[src/hdl/nocPkg.sv]
`default_nettype none

package nocPkg;

  // One-hot flit kind, the header is tested on its own bit pattern
  typedef enum logic [2:0] {
    KIND_HEAD = 3'b001,
    KIND_BODY = 3'b010,
    KIND_TAIL = 3'b100
  } flitKind_t;

  // Arbiter states, one per input port plus idle
  typedef enum logic [2:0] {
    IDLE  = 3'd0,
    LOCAL = 3'd1,
    NORTH = 3'd2,
    EAST  = 3'd3,
    WEST  = 3'd4,
    SOUTH = 3'd5
  } portSel_t;

  // Port index is state minus one, L N E W S
  localparam int NUM_PORTS = 5;

  localparam int PAYLOAD_W = 16;

  // Header payload layout
  // Length counts every flit of the packet, header and tail included
  localparam int LEN_W   = 12;
  localparam int SRC_LSB = 12;

  // Input FIFO, depth is a power of two so pointers wrap on their own
  localparam int FIFO_DEPTH = 4;
  localparam int FIFO_AW    = 2;

endpackage

`default_nettype wire

[src/hdl/grantCounter.sv]
`default_nettype none

module grantCounter
  import nocPkg::*;
(
  input  logic             clk,
  input  logic             rst,
  input  logic             loadLen,
  input  logic [LEN_W-1:0] lenIn,
  input  logic             runCount,
  output logic             done
);

  logic [LEN_W-1:0] lenReg;
  logic [LEN_W-1:0] count;

  // Count survives a lost grant, so a packet cut short resumes where it stopped
  always_ff @(posedge clk)
  begin
    if (rst)
    begin
      lenReg <= '0;
      count  <= '0;
    end
    else if (loadLen)
    begin
      lenReg <= lenIn;
      // Header pop is the first flit of the new packet
      count  <= runCount ? LEN_W'(1) : '0;
    end
    else if (runCount)
    begin
      count <= count + 1'b1;
    end
  end

  assign done = count == lenReg;

  // Arbiter must stop popping once the packet is complete
  noPopPastEnd: assert property (@(posedge clk) disable iff (rst)
    runCount && !loadLen |-> !done);

endmodule

`default_nettype wire

[src/hdl/linkReceiver.sv]
`default_nettype none

module linkReceiver
  import nocPkg::*;
(
  input  logic                 clk,
  input  logic                 rst,
  input  logic                 inReq,
  output logic                 inAck,
  input  flitKind_t            inKind,
  input  logic [PAYLOAD_W-1:0] inData,
  input  logic                 pop,
  output logic                 fifoValid,
  output flitKind_t            fifoKind,
  output logic [PAYLOAD_W-1:0] fifoData
);

  flitKind_t            kindMem [FIFO_DEPTH];
  logic [PAYLOAD_W-1:0] dataMem [FIFO_DEPTH];
  logic [FIFO_AW-1:0]   wrPtr;
  logic [FIFO_AW-1:0]   rdPtr;
  logic [FIFO_AW:0]     used;
  logic                 full;
  logic                 write;

  assign full = used == (FIFO_AW+1)'(FIFO_DEPTH);

  // A request is taken only while ack is low, so each flit lands once
  assign write = inReq && !inAck && !full;

  // Ack doubles as the accepted flag of the current request
  always_ff @(posedge clk)
  begin
    if (rst)
      inAck <= 1'b0;
    else if (write)
      inAck <= 1'b1;
    else if (inAck && !inReq)
      inAck <= 1'b0;
  end

  always_ff @(posedge clk)
  begin
    if (rst)
    begin
      wrPtr <= '0;
      rdPtr <= '0;
      used  <= '0;
    end
    else
    begin
      if (write)
        wrPtr <= wrPtr + 1'b1;
      if (pop)
        rdPtr <= rdPtr + 1'b1;
      if (write && !pop)
        used <= used + 1'b1;
      else if (pop && !write)
        used <= used - 1'b1;
    end
  end

  always_ff @(posedge clk)
  begin
    if (write)
    begin
      kindMem[wrPtr] <= inKind;
      dataMem[wrPtr] <= inData;
    end
  end

  // Head of queue is always visible to the arbiter
  assign fifoValid = used != '0;
  assign fifoKind  = kindMem[rdPtr];
  assign fifoData  = dataMem[rdPtr];

  popNeedsFlit: assert property (@(posedge clk) disable iff (rst)
    pop |-> fifoValid);

endmodule

`default_nettype wire

[src/hdl/linkSender.sv]
`default_nettype none

module linkSender
  import nocPkg::*;
(
  input  logic                 clk,
  input  logic                 rst,
  input  logic                 sendValid,
  input  flitKind_t            sendKind,
  input  logic [PAYLOAD_W-1:0] sendData,
  output logic                 sendReady,
  output logic                 outReq,
  input  logic                 outAck,
  output flitKind_t            outKind,
  output logic [PAYLOAD_W-1:0] outData
);

  typedef enum logic [1:0] {
    EMPTY,
    REQUESTING,
    WAIT_DROP
  } senderState_t;

  senderState_t state;

  always_ff @(posedge clk)
  begin
    if (rst)
    begin
      state  <= EMPTY;
      outReq <= 1'b0;
    end
    else
    begin
      case (state)
        EMPTY:
        begin
          if (sendValid)
            state <= REQUESTING;
        end
        REQUESTING:
        begin
          // Req rises the cycle after the flit is latched
          if (outReq && outAck)
          begin
            outReq <= 1'b0;
            state  <= WAIT_DROP;
          end
          else
          begin
            outReq <= 1'b1;
          end
        end
        WAIT_DROP:
        begin
          if (!outAck)
            state <= EMPTY;
        end
        default:
          state <= EMPTY;
      endcase
    end
  end

  // Flit held until the return-to-zero phase ends
  always_ff @(posedge clk)
  begin
    if (sendValid && state == EMPTY)
    begin
      outKind <= sendKind;
      outData <= sendData;
    end
  end

  assign sendReady = state == EMPTY;

  dataStableWhileReq: assert property (@(posedge clk) disable iff (rst)
    outReq && $past(outReq) |-> $stable(outData));

endmodule

`default_nettype wire

[src/hdl/outputArbiter.sv]
`default_nettype none

module outputArbiter
  import nocPkg::*;
(
  input  logic                 clk,
  input  logic                 rst,
  input  logic [NUM_PORTS-1:0] fifoValid,
  input  flitKind_t            fifoKindL,
  input  flitKind_t            fifoKindN,
  input  flitKind_t            fifoKindE,
  input  flitKind_t            fifoKindW,
  input  flitKind_t            fifoKindS,
  input  logic [PAYLOAD_W-1:0] fifoDataL,
  input  logic [PAYLOAD_W-1:0] fifoDataN,
  input  logic [PAYLOAD_W-1:0] fifoDataE,
  input  logic [PAYLOAD_W-1:0] fifoDataW,
  input  logic [PAYLOAD_W-1:0] fifoDataS,
  input  logic                 sendReady,
  output logic [NUM_PORTS-1:0] pop,
  output logic [NUM_PORTS-1:0] runCount,
  output logic [NUM_PORTS-1:0] loadLen,
  input  logic [NUM_PORTS-1:0] done,
  output logic                 sendValid,
  output flitKind_t            sendKind,
  output logic [PAYLOAD_W-1:0] sendData
);

  portSel_t             state;
  portSel_t             nextState;
  logic                 granted;
  logic [2:0]           curIdx;
  logic                 grantUsed;
  logic                 keep;
  flitKind_t            kindArr [NUM_PORTS];
  logic [PAYLOAD_W-1:0] dataArr [NUM_PORTS];

  function automatic portSel_t portOf(input int idx);
    return portSel_t'(3'(idx + 1));
  endfunction

  assign kindArr[0] = fifoKindL;
  assign kindArr[1] = fifoKindN;
  assign kindArr[2] = fifoKindE;
  assign kindArr[3] = fifoKindW;
  assign kindArr[4] = fifoKindS;
  assign dataArr[0] = fifoDataL;
  assign dataArr[1] = fifoDataN;
  assign dataArr[2] = fifoDataE;
  assign dataArr[3] = fifoDataW;
  assign dataArr[4] = fifoDataS;

  assign granted = state != IDLE;
  assign curIdx  = granted ? 3'(state) - 3'd1 : 3'd0;

  // A stale done from the last packet only counts once this grant has popped
  assign keep = granted && fifoValid[curIdx] && !(done[curIdx] && grantUsed);

  always_comb
  begin
    int idx;
    idx       = 0;
    nextState = state;
    if (!granted)
    begin
      // Fixed priority from idle with L highest
      for (int k = NUM_PORTS - 1; k >= 0; k--)
      begin
        if (fifoValid[k])
          nextState = portOf(k);
      end
    end
    else if (!keep)
    begin
      nextState = IDLE;
      // Walked backwards so the nearest successor in rotation wins
      for (int k = NUM_PORTS - 1; k >= 1; k--)
      begin
        idx = (int'(curIdx) + k) % NUM_PORTS;
        if (fifoValid[idx])
          nextState = portOf(idx);
      end
    end
  end

  always_ff @(posedge clk)
  begin
    if (rst)
    begin
      state     <= IDLE;
      grantUsed <= 1'b0;
    end
    else
    begin
      state <= nextState;
      if (nextState != state)
        grantUsed <= 1'b0;
      else if (|pop)
        grantUsed <= 1'b1;
    end
  end

  always_comb
  begin
    pop = '0;
    if (keep && sendReady)
      pop[curIdx] = 1'b1;
  end

  always_comb
  begin
    for (int k = 0; k < NUM_PORTS; k++)
      loadLen[k] = pop[k] && kindArr[k] == KIND_HEAD;
  end

  assign runCount  = pop;
  assign sendValid = |pop;
  assign sendKind  = kindArr[curIdx];
  assign sendData  = dataArr[curIdx];

  // The tail pop brings the port counter up to the header length
  tailCompletesPacket: assert property (@(posedge clk) disable iff (rst)
    sendValid && sendKind == KIND_TAIL |=> |(done & $past(pop)));

  // A packet holds at least a header and a tail
  headerLenAtLeastTwo: assert property (@(posedge clk) disable iff (rst)
    |loadLen |-> sendData[LEN_W-1:0] >= LEN_W'(2));

endmodule

`default_nettype wire

[src/hdl/routerOutputPort.sv]
`default_nettype none

module routerOutputPort
  import nocPkg::*;
(
  input  logic                 clk,
  input  logic                 rst,
  input  logic                 inReqL,
  input  logic                 inReqN,
  input  logic                 inReqE,
  input  logic                 inReqW,
  input  logic                 inReqS,
  output logic                 inAckL,
  output logic                 inAckN,
  output logic                 inAckE,
  output logic                 inAckW,
  output logic                 inAckS,
  input  flitKind_t            inKindL,
  input  flitKind_t            inKindN,
  input  flitKind_t            inKindE,
  input  flitKind_t            inKindW,
  input  flitKind_t            inKindS,
  input  logic [PAYLOAD_W-1:0] inDataL,
  input  logic [PAYLOAD_W-1:0] inDataN,
  input  logic [PAYLOAD_W-1:0] inDataE,
  input  logic [PAYLOAD_W-1:0] inDataW,
  input  logic [PAYLOAD_W-1:0] inDataS,
  output logic                 outReq,
  input  logic                 outAck,
  output flitKind_t            outKind,
  output logic [PAYLOAD_W-1:0] outData
);

  // Bit index per port is L 0, N 1, E 2, W 3, S 4
  logic [NUM_PORTS-1:0] fifoValid;
  logic [NUM_PORTS-1:0] pop;
  logic [NUM_PORTS-1:0] runCount;
  logic [NUM_PORTS-1:0] loadLen;
  logic [NUM_PORTS-1:0] done;
  flitKind_t            fifoKindL;
  flitKind_t            fifoKindN;
  flitKind_t            fifoKindE;
  flitKind_t            fifoKindW;
  flitKind_t            fifoKindS;
  logic [PAYLOAD_W-1:0] fifoDataL;
  logic [PAYLOAD_W-1:0] fifoDataN;
  logic [PAYLOAD_W-1:0] fifoDataE;
  logic [PAYLOAD_W-1:0] fifoDataW;
  logic [PAYLOAD_W-1:0] fifoDataS;
  logic                 sendValid;
  logic                 sendReady;
  flitKind_t            sendKind;
  logic [PAYLOAD_W-1:0] sendData;

  linkReceiver rxLocal (
    .clk(clk), .rst(rst),
    .inReq(inReqL), .inAck(inAckL), .inKind(inKindL), .inData(inDataL),
    .pop(pop[0]), .fifoValid(fifoValid[0]), .fifoKind(fifoKindL), .fifoData(fifoDataL)
  );
  linkReceiver rxNorth (
    .clk(clk), .rst(rst),
    .inReq(inReqN), .inAck(inAckN), .inKind(inKindN), .inData(inDataN),
    .pop(pop[1]), .fifoValid(fifoValid[1]), .fifoKind(fifoKindN), .fifoData(fifoDataN)
  );
  linkReceiver rxEast (
    .clk(clk), .rst(rst),
    .inReq(inReqE), .inAck(inAckE), .inKind(inKindE), .inData(inDataE),
    .pop(pop[2]), .fifoValid(fifoValid[2]), .fifoKind(fifoKindE), .fifoData(fifoDataE)
  );
  linkReceiver rxWest (
    .clk(clk), .rst(rst),
    .inReq(inReqW), .inAck(inAckW), .inKind(inKindW), .inData(inDataW),
    .pop(pop[3]), .fifoValid(fifoValid[3]), .fifoKind(fifoKindW), .fifoData(fifoDataW)
  );
  linkReceiver rxSouth (
    .clk(clk), .rst(rst),
    .inReq(inReqS), .inAck(inAckS), .inKind(inKindS), .inData(inDataS),
    .pop(pop[4]), .fifoValid(fifoValid[4]), .fifoKind(fifoKindS), .fifoData(fifoDataS)
  );

  // Length field is read straight off the FIFO head when the header pops
  grantCounter cntLocal (
    .clk(clk), .rst(rst), .loadLen(loadLen[0]), .lenIn(fifoDataL[LEN_W-1:0]),
    .runCount(runCount[0]), .done(done[0])
  );
  grantCounter cntNorth (
    .clk(clk), .rst(rst), .loadLen(loadLen[1]), .lenIn(fifoDataN[LEN_W-1:0]),
    .runCount(runCount[1]), .done(done[1])
  );
  grantCounter cntEast (
    .clk(clk), .rst(rst), .loadLen(loadLen[2]), .lenIn(fifoDataE[LEN_W-1:0]),
    .runCount(runCount[2]), .done(done[2])
  );
  grantCounter cntWest (
    .clk(clk), .rst(rst), .loadLen(loadLen[3]), .lenIn(fifoDataW[LEN_W-1:0]),
    .runCount(runCount[3]), .done(done[3])
  );
  grantCounter cntSouth (
    .clk(clk), .rst(rst), .loadLen(loadLen[4]), .lenIn(fifoDataS[LEN_W-1:0]),
    .runCount(runCount[4]), .done(done[4])
  );

  outputArbiter arb (
    .clk(clk), .rst(rst), .fifoValid(fifoValid),
    .fifoKindL(fifoKindL), .fifoKindN(fifoKindN), .fifoKindE(fifoKindE),
    .fifoKindW(fifoKindW), .fifoKindS(fifoKindS),
    .fifoDataL(fifoDataL), .fifoDataN(fifoDataN), .fifoDataE(fifoDataE),
    .fifoDataW(fifoDataW), .fifoDataS(fifoDataS),
    .sendReady(sendReady), .pop(pop), .runCount(runCount), .loadLen(loadLen),
    .done(done), .sendValid(sendValid), .sendKind(sendKind), .sendData(sendData)
  );

  linkSender tx (
    .clk(clk), .rst(rst),
    .sendValid(sendValid), .sendKind(sendKind), .sendData(sendData), .sendReady(sendReady),
    .outReq(outReq), .outAck(outAck), .outKind(outKind), .outData(outData)
  );

endmodule

`default_nettype wire

[config.mk]
export PLATFORM = sky130hd
export DESIGN_NAME = routerOutputPort
export DESIGN_NICKNAME = d
export VERILOG_FILES = /design/src/hdl/nocPkg.sv /design/src/hdl/grantCounter.sv /design/src/hdl/linkReceiver.sv /design/src/hdl/linkSender.sv /design/src/hdl/outputArbiter.sv /design/src/hdl/routerOutputPort.sv
export SDC_FILE = /design/constraint.sdc
export NUM_CORES = 1
export LEC_CHECK = 0
export ABC_CLOCK_PERIOD_IN_PS = 10500
export BUFFER_PORTS_ARGS = -buffer_cell sky130_fd_sc_hd__buf_2
export CAP_MARGIN = 0
export CORE_UTILIZATION = 66
export DETAILED_ROUTE_END_ITERATION = 10
export MAX_ROUTING_LAYER = met4
export PLACE_DENSITY = 0.87
export SLEW_MARGIN = 30
export SYNTH_ARGS = -nofsm -noshare
export SYNTH_HDL_FRONTEND = slang
export SYNTH_SLANG_ARGS = --single-unit
export TNS_END_PERCENT = 5
[constraint.sdc]
create_clock -name clk -period 10.5 [get_ports clk]
set_input_delay 0.525 -clock clk [delete_from_list [all_inputs] [get_ports clk]]
set_output_delay 0.525 -clock clk [all_outputs]
set_load 0.02 [all_outputs]
# [After elaboration in Yosys (flattened, before gate mapping)]
# Memory sizes are Yosys's and may differ from the RTL's. A register that Yosys moved wholly into a read port is not among the register bits.
# Index checks and enable logic that the tools add are counted.
[word_totals] mem_count=10 output_inout_bits=25 word_cells=308 in_bits=103 ramBits=380 ff_bits=186
[op_classes] n_eq_ne=21 addsub=34 bitwise_logic=1 magnitude_cmp=7 mux=107 div_mod_pow=4 reduce_logical=88
[mem_list] name="rxEast.dataMem" depth=4 width=16 read_ports=1 rd_ports_with_merged_regs=1 wr=1 line="linkReceiver.sv:19" source="logic [PAYLOAD_W-1:0] dataMem [FIFO_DEPTH];"
[mem_list] name="rxLocal.dataMem" depth=4 width=16 read_ports=1 rd_ports_with_merged_regs=1 wr=1 line="linkReceiver.sv:19"
[mem_list] name="rxNorth.dataMem" depth=4 width=16 read_ports=1 rd_ports_with_merged_regs=1 wr=1 line="linkReceiver.sv:19"
[mem_list] name="rxSouth.dataMem" depth=4 width=16 read_ports=1 rd_ports_with_merged_regs=1 wr=1 line="linkReceiver.sv:19"
[mem_list] name="rxWest.dataMem" depth=4 width=16 read_ports=1 rd_ports_with_merged_regs=1 wr=1 line="linkReceiver.sv:19"
[mem_list] name="rxEast.kindMem" depth=4 width=3 read_ports=1 rd_ports_with_merged_regs=1 wr=1 line="linkReceiver.sv:18" source="flitKind_t kindMem [FIFO_DEPTH];"
[mem_list] name="4 more memories"
[ops] cell="$lt 32x5->1 const B" count=4
[ops] cell="$mod 32x4->32 const B" count=4
[ops] cell="$mux 12" count=10
[ops] cell="$mux 3" count=24
[ops] cell="$add 12x1->12 const B" count=5
[ops] cell="$eq 12x12->1" count=5
[ops] cell="$bmux 16 s3" count=1
[ops] cell="$mux 2" count=23
[ops] cell="$logic_and 1x1->1" count=37
[ops] cell="$mux 1" count=37
[ops] cell="$mux 16" count=2
[ops] cell="$reduce_bool 2->1" count=15
[ops] cell="$logic_not 1->1" count=26
[ops] cell="$add 2x1->2 const B" count=10
[ops] cell="$bmux 1 s3" count=6
[ops] cell="$reduce_bool 3->1" count=6
[ops] cell="$sub 3x1->3 const B" count=6
[ops] cell="$add 3x1->3 const B" count=5
[ops] cell="$eq 3x1->1 const B" count=5
[ops] cell="$eq 3x3->1 const B" count=5
[ops] cell="$add 3x2->3 const B" count=4
[ops] cell="$bmux 3 s3" count=1
[ops] cell="$add 3x2->4 const B" count=2
[ops] cell="$pmux 2 s3" count=1
[ops] cell="17 further kinds" count=18

# [Logic depth before layout (Yosys ltp)]
[logic_depth] ltp_word=15 mapped_depth=24 mapped_depth_nobuf=20

# [Hierarchy]
# A second synthesis with hierarchy kept.
[hier_totals] hier_cells=1720 area_unflattened_um2=25548.3
[modules_own_cells] module="linkReceiver" area_each_um2=3293.2 seq_area_each_um2=2482.4 cells_per_inst=150 n_inst=5
[modules_own_cells] module="grantCounter" area_each_um2=1122.3 seq_area_each_um2=480.5 cells_per_inst=118 n_inst=5
[modules_own_cells] module="outputArbiter" area_each_um2=2755.1 seq_area_each_um2=80.1 cells_per_inst=345 n_inst=1
[modules_own_cells] module="linkSender" area_each_um2=715.7 seq_area_each_um2=630.6 cells_per_inst=35 n_inst=1

# [Least setup slack after synthesis]
# Ideal clock, no wire load.
[synth_path] kind="register to register" start="register arb.state[1]" end="register arb.grantUsed" path_stages_with_launch=24 setup_time_ps=104 path_buffers=4 synth_period_minus_slack_ps=5312 required_ps=10396 t_arrival_ps=5209 slack_ps=5188 cell_sequence="dfxtp_1 -> buf_2 -> clkbuf_1 -> or2_2 -> inv_1 -> ha_1 -> nor2_1 -> inv_1 -> clkbuf_1 -> buf_1 -> ha_1 -> inv_1 -> nand3_1 -> ha_1 -> nor2b_1 -> nor3_1 -> a221oi_1 -> o22ai_1 -> nor2b_1 -> nor3_1 -> mux2i_1 -> o221ai_1 -> mux2_1 -> a2111oi_2"
[synth_between] elab_chain_cells=15 word_cells_on_any_way=56 classes_between="9 x add/sub; 4 x div; 2 x order compare; 1 x eq/ne; 31 x mux; 9 x reduce/logical"
[synth_lines] item="start: declaration" line="outputArbiter.sv:29" source="portSel_t state;"
[synth_lines] item="start signal: assignment" line="outputArbiter.sv:95" source="state <= nextState;"
[synth_lines] item="$sub 3x1->3 / $reduce_bool 3->1 (equally long branches)" line="outputArbiter.sv:54, outputArbiter.sv:53"
[synth_lines] item="$mux 3" line="outputArbiter.sv:54" source="assign curIdx = granted ? 3'(state) - 3'd1 : 3'd0;"
[synth_lines] item="$add 3x3->4" line="outputArbiter.sv:79" source="idx = (int'(curIdx) + k) % NUM_PORTS;"
[synth_lines] item="$mod 32x4->32" line="outputArbiter.sv:79"
[synth_lines] item="$bmux 1 s3" line="outputArbiter.sv:80" source="if (fifoValid[idx])"
[synth_lines] item="$mux 1 (not written as such) (2 in a row)" line="outputArbiter.sv:80"
[synth_lines] item="$mux 3 (4 in a row)" line="outputArbiter.sv:80"
[synth_lines] item="$mux 3" line="outputArbiter.sv:73" source="else if (!keep)"
[synth_lines] item="$mux 3" line="outputArbiter.sv:64" source="if (!granted)"
[synth_lines] item="$ne 3x3->1" line="outputArbiter.sv:96" source="if (nextState != state)"
[synth_lines] item="$reduce_or 2->1 (no line)"
[synth_lines] item="end signal: assignment" line="outputArbiter.sv:91" source="grantUsed <= 1'b0;"
[synth_lines] item="end signal: assignment" line="outputArbiter.sv:97" source="grantUsed <= 1'b0;"
[synth_lines] item="end signal: assignment" line="outputArbiter.sv:99" source="grantUsed <= 1'b1;"
[synth_lines] item="end: declaration" line="outputArbiter.sv:33" source="logic grantUsed;"
# Several ways; a longest one is shown, not always the timed one. The select of a mux whose other input is x is not followed.
# A chain may end at the register's enable or synchronous reset.

# [Final worst setup path]
[layout_path] start="register arb.state[0]" end="register arb.grantUsed"
# The elaborated chain is that of the path after synthesis.

==> run summary <==
The first-pass iteration count of the detailed router came out at 7. The number of warnings issued by yosys is 0. The first-pass GRT wire length came out at 95400 um.

The leakage power figure is 9.85 nW. The register share of total power came out at 41.8%. The netlist area before placement is 24500 um2. The cell depth of the worst min-delay path is 1. The worst setup path is captured at a flop. The initial DRC count came out at roughly 1900. The share of total power dissipated in combinational logic is 27.8%.

The final count of hold timing violations is 0. The worst setup slack for register-to-register paths came out at 4620 ps. The die is just under 200 um tall. The via density per instance came out at 6.72. The run finished with clean final reports. In this run, post-CTS hold repair placed 0 buffers.

The die covers 37900 um2. The detailed-route via count came out at 15500. The insertion delay to the later sink of the worst-skew pair is between 600 and 700 ps.

The maximum fanout along the worst path came out at 21. The number of nets in the finished design is 1939. The number of maximum-capacitance constraint violations came out at 0.

The total congestion overflow after global routing came out at 0. The quantity of I/O buffers inserted on ports is between 100 and 150. The library cell used most frequently in the layout, excluding fill and tap cells, is edfxtp_1.

Buffers inserted during clock tree synthesis total 55. The startpoint identified for the worst hold timing path is inDataS[13]. In this run, synthesis produced a sequential element count of between 500 and 600. The average size of a mapped cell came out at 14.8 um2. The routed wire length per instance came out at 28.0 um.

TritonCTS built the clock tree. In the global route stage, overall resource usage came out at a little over a third. In this run the critical register-to-register path is captured at arb.grantUsed. The async set-reset flop share out of synthesis came out at 0%. The reported net switching power came out at 2.15 mW. The count of boundary I/O pins is approximately 130. The worst hold-check slack is 135 ps. On the final layout, the worst clock skew is approximately 18 ps. The net count after synthesis came out at 1807. The largest voltage drop on the vdd net is approximately 190 uV. The clock input transition at the sequential cells of the worst setup and hold paths came out at 70 ps. Counting along the longest clock path gives a buffer depth of 3. The number of global-route vias before repair came out at 15400. The area overhead of the layout relative to synthesis came out at 12.2%.

The classification of the worst-slack hold path is in -> reg. The post-synthesis cell count is roughly 1700. The power per standard cell area came out at 246 nW/um2. The dominant delay contributor by cell family on the critical path is simple AND/OR/NAND/NOR gates. The actual transition at the worst max-transition pin came out at 1020 ps. In this run the number of H-tree levels came out at 2. After global routing, the most crowded layer is met2. The number of sinks on the clock net came out at 576. Among all flip-flop cells after synthesis, the most frequent one is edfxtp_1. The distinct cell type count after synthesis is 76. The terminating pin of the worst hold path is rxSouth.dataMem[2][13]. Global routing used 57.8% of the available met2 tracks. For this run, design rule violations remaining after detail routing come to 0. The endpoint arrival time on the critical path came out at about 6400 ps. The met3 capacity usage during global routing came out at 6.13%. Global routing used 42.9% of the available met1 tracks. Setup repair after global routing left no endpoint under its margin. The number of antenna violations at the first check in global routing was 4. The signal on the critical path passes through or2_2 > inv_1 > ha_1 > nor2_1 > inv_1 > ha_1 > inv_1 > nand3_1 > ha_1 > nor2b_1 > nor3_1 > a221oi_1 > o22ai_1 > nor2b_1 > nor3_1 > mux2i_1 > o221ai_1 > mux2_1 > a2111oi_2. The clock network burns 30.4% of the power.

The worst slew margin relative to its limit is 32.3%. The ratio of final minimum period to clock period is 56.0%. For this run, the top clock speed supported by timing is about 0.17 GHz.

The share of the core filled with cells came out at between 70 and 80%. The worst setup path is launched from a flop. The detailed placement HPWL came out at 38900 um. The fraction of final layout cells sized beyond drive strength 1 came out at 21.6%. The final-layout setup total negative slack is 0 ps.

The largest net degree at the start of global routing came out at just under 90. The count of final max-slew check failures came out at 0. The highest cell delay on the worst timing path came out at 800 ps. The starting density of the core came out at 67.0%. The worst-case reg-to-reg path depth is 19. In this run, post-CTS repair resized a total of 0 instances. The required time reported for the critical path endpoint came out at between 10000 and 15000 ps. The buffer count from post-CTS setup fixing is 0.

The total wire length is 64500 um. Sequential cells were found to cover 63.3% of the synthesized design area. The top cell types in the final layout, fill and taps aside, are edfxtp_1, nor2_1, dfxtp_1.

The net switching fraction of the power came out at 31.8%. Setup violations remaining at the end of the flow were counted as 0. The number of nets with antenna violations after routing is 0. The startpoint identified for the worst register-to-register timing path is arb.state[0].

In this run, synthesis inferred 399 flip-flops with an integrated enable. The routability congestion estimate from global placement is between 0.9 and 1. The critical path buffer and inverter count is 3. The die span in x came out at 195 um.

The category of the critical setup timing path is reg -> reg. The slowest stage of the critical path is the dfxtp_1 cell. Clock tree synthesis selected as its root buffer the cell clkbuf_16. The core region is 36600 um2. The final critical-path required period is 5880 ps.

The number of core rows came out at 70. The internal power of the cells totals 4.62 mW.
## final cells by class
class	count	area, um2
fill	1971	9080
clock buffer	79	1540
clock inverter	24	305
antenna	5	12.5
timing repair buffer	152	863
tap	468	586
sequential	576	15500
multi-input combinational	957	8530
inverter	42	158
## Yosys cell counts (15+ instances only)
cell / number / share of area [%]
a21oi_1: 25 / 0.51
nor2_1: 186 / 2.8
ha_1: 47 / 2.4
clkbuf_1: 44 / 0.67
nor3_1: 17 / 0.35
a22o_1: 19 / 0.68
xor2_1: 70 / 2.5
edfxtp_1: 399 / 49
and2_1: 26 / 0.66
nand4_1: 23 / 0.59
and3_1: 18 / 0.46
nand2b_1: 15 / 0.38
nand2_1: 44 / 0.67
inv_1: 36 / 0.55
o21ai_0: 23 / 0.47
mux4_2: 114 / 10
mux2i_1: 85 / 3.5
nand3_1: 28 / 0.57
buf_2: 15 / 0.31
dfxtp_1: 177 / 14
xnor2_1: 77 / 2.7
## worst register-to-register path, delay by kind of cell, from the launching register on
family          cells  cell delay [ps]
buf+inv             3              340
simple gates        7             2070
mux                 2              600
fa+ha+maj           3              970
compound gates      4             1040
flops               1              800
## sequential cells by signal, summed over array words and instances (netlist names), 12 cells and up, named ones only
register	cells
cntEast.count	12
cntEast.lenReg	12
cntLocal.count	12
cntLocal.lenReg	12
cntNorth.count	12
cntNorth.lenReg	12
cntSouth.count	12
cntSouth.lenReg	12
cntWest.count	12
cntWest.lenReg	12
rxEast.dataMem	64
rxEast.kindMem	12
rxLocal.dataMem	64
rxLocal.kindMem	12
rxNorth.dataMem	64
rxNorth.kindMem	12
rxSouth.dataMem	64
rxSouth.kindMem	12
rxWest.dataMem	64
rxWest.kindMem	12
tx.outData	16
## how the worst max path moves through the flow
| stage | slack, ps | end | startpoint | cells past startpoint |
|---|---|---|---|---|
| finish | 4620 | arb.grantUsed | arb.state[0] | 19 |
| floorplan | 5190 | arb.grantUsed | arb.state[1] | 23 |
| global route | 4190 | arb.grantUsed | arb.state[0] | 19 |
| global placement | 5060 | arb.grantUsed | arb.state[0] | 19 |
| CTS | 4730 | arb.grantUsed | arb.state[0] | 19 |
| detailed placement | 4760 | arb.grantUsed | arb.state[0] | 19 |
## metal layers
metal | vias to the layer above | part of all wire [%]
met4 | 0 | 5.9
met1 | 7637 | 36
met2 | 1105 | 49
li1 | 6474 | -
met5 | - | 0
met3 | 249 | 8.9
## per-stage QoR
step	area, um2	std cells	total power [mW]	setup WS, ps
2_1_floorplan	24500	1652	4.11	5190
3_3_place_gp	25500	2188	4.58	5060
3_5_place_dp	25600	2195	4.67	4760
4_1_cts	27500	2298	6.73	4730
5_1_grt	27500	2302	6.96	4190
6_report	27500	2303	6.77	4620
## cell families (layout without fill, tap and decap cells)
group	count (synthesis)	in the layout	synth area share, %
and+or+nand+nor	436	436	8.99
adders and majority gates	52	52	2.81
xor gates and xnor gates	147	147	5.25
muxes	201	201	14.0
DFF	576	576	63.3
AOI/OAI and AO/OA	121	121	3.60
other	0	5	0
buffers and inverters	119	297	2.04
## power by group through the flow
stage / clock network, mW / registers, mW / logic, mW
floorplan: 0 / 2.86 / 1.25
finish: 2.06 / 2.83 / 1.88
global placement: 0 / 2.84 / 1.74
global route: 2.14 / 2.84 / 1.98
CTS: 2.06 / 2.83 / 1.84
detailed placement: 0 / 2.86 / 1.81
Power figures use the tool's default switching activity.
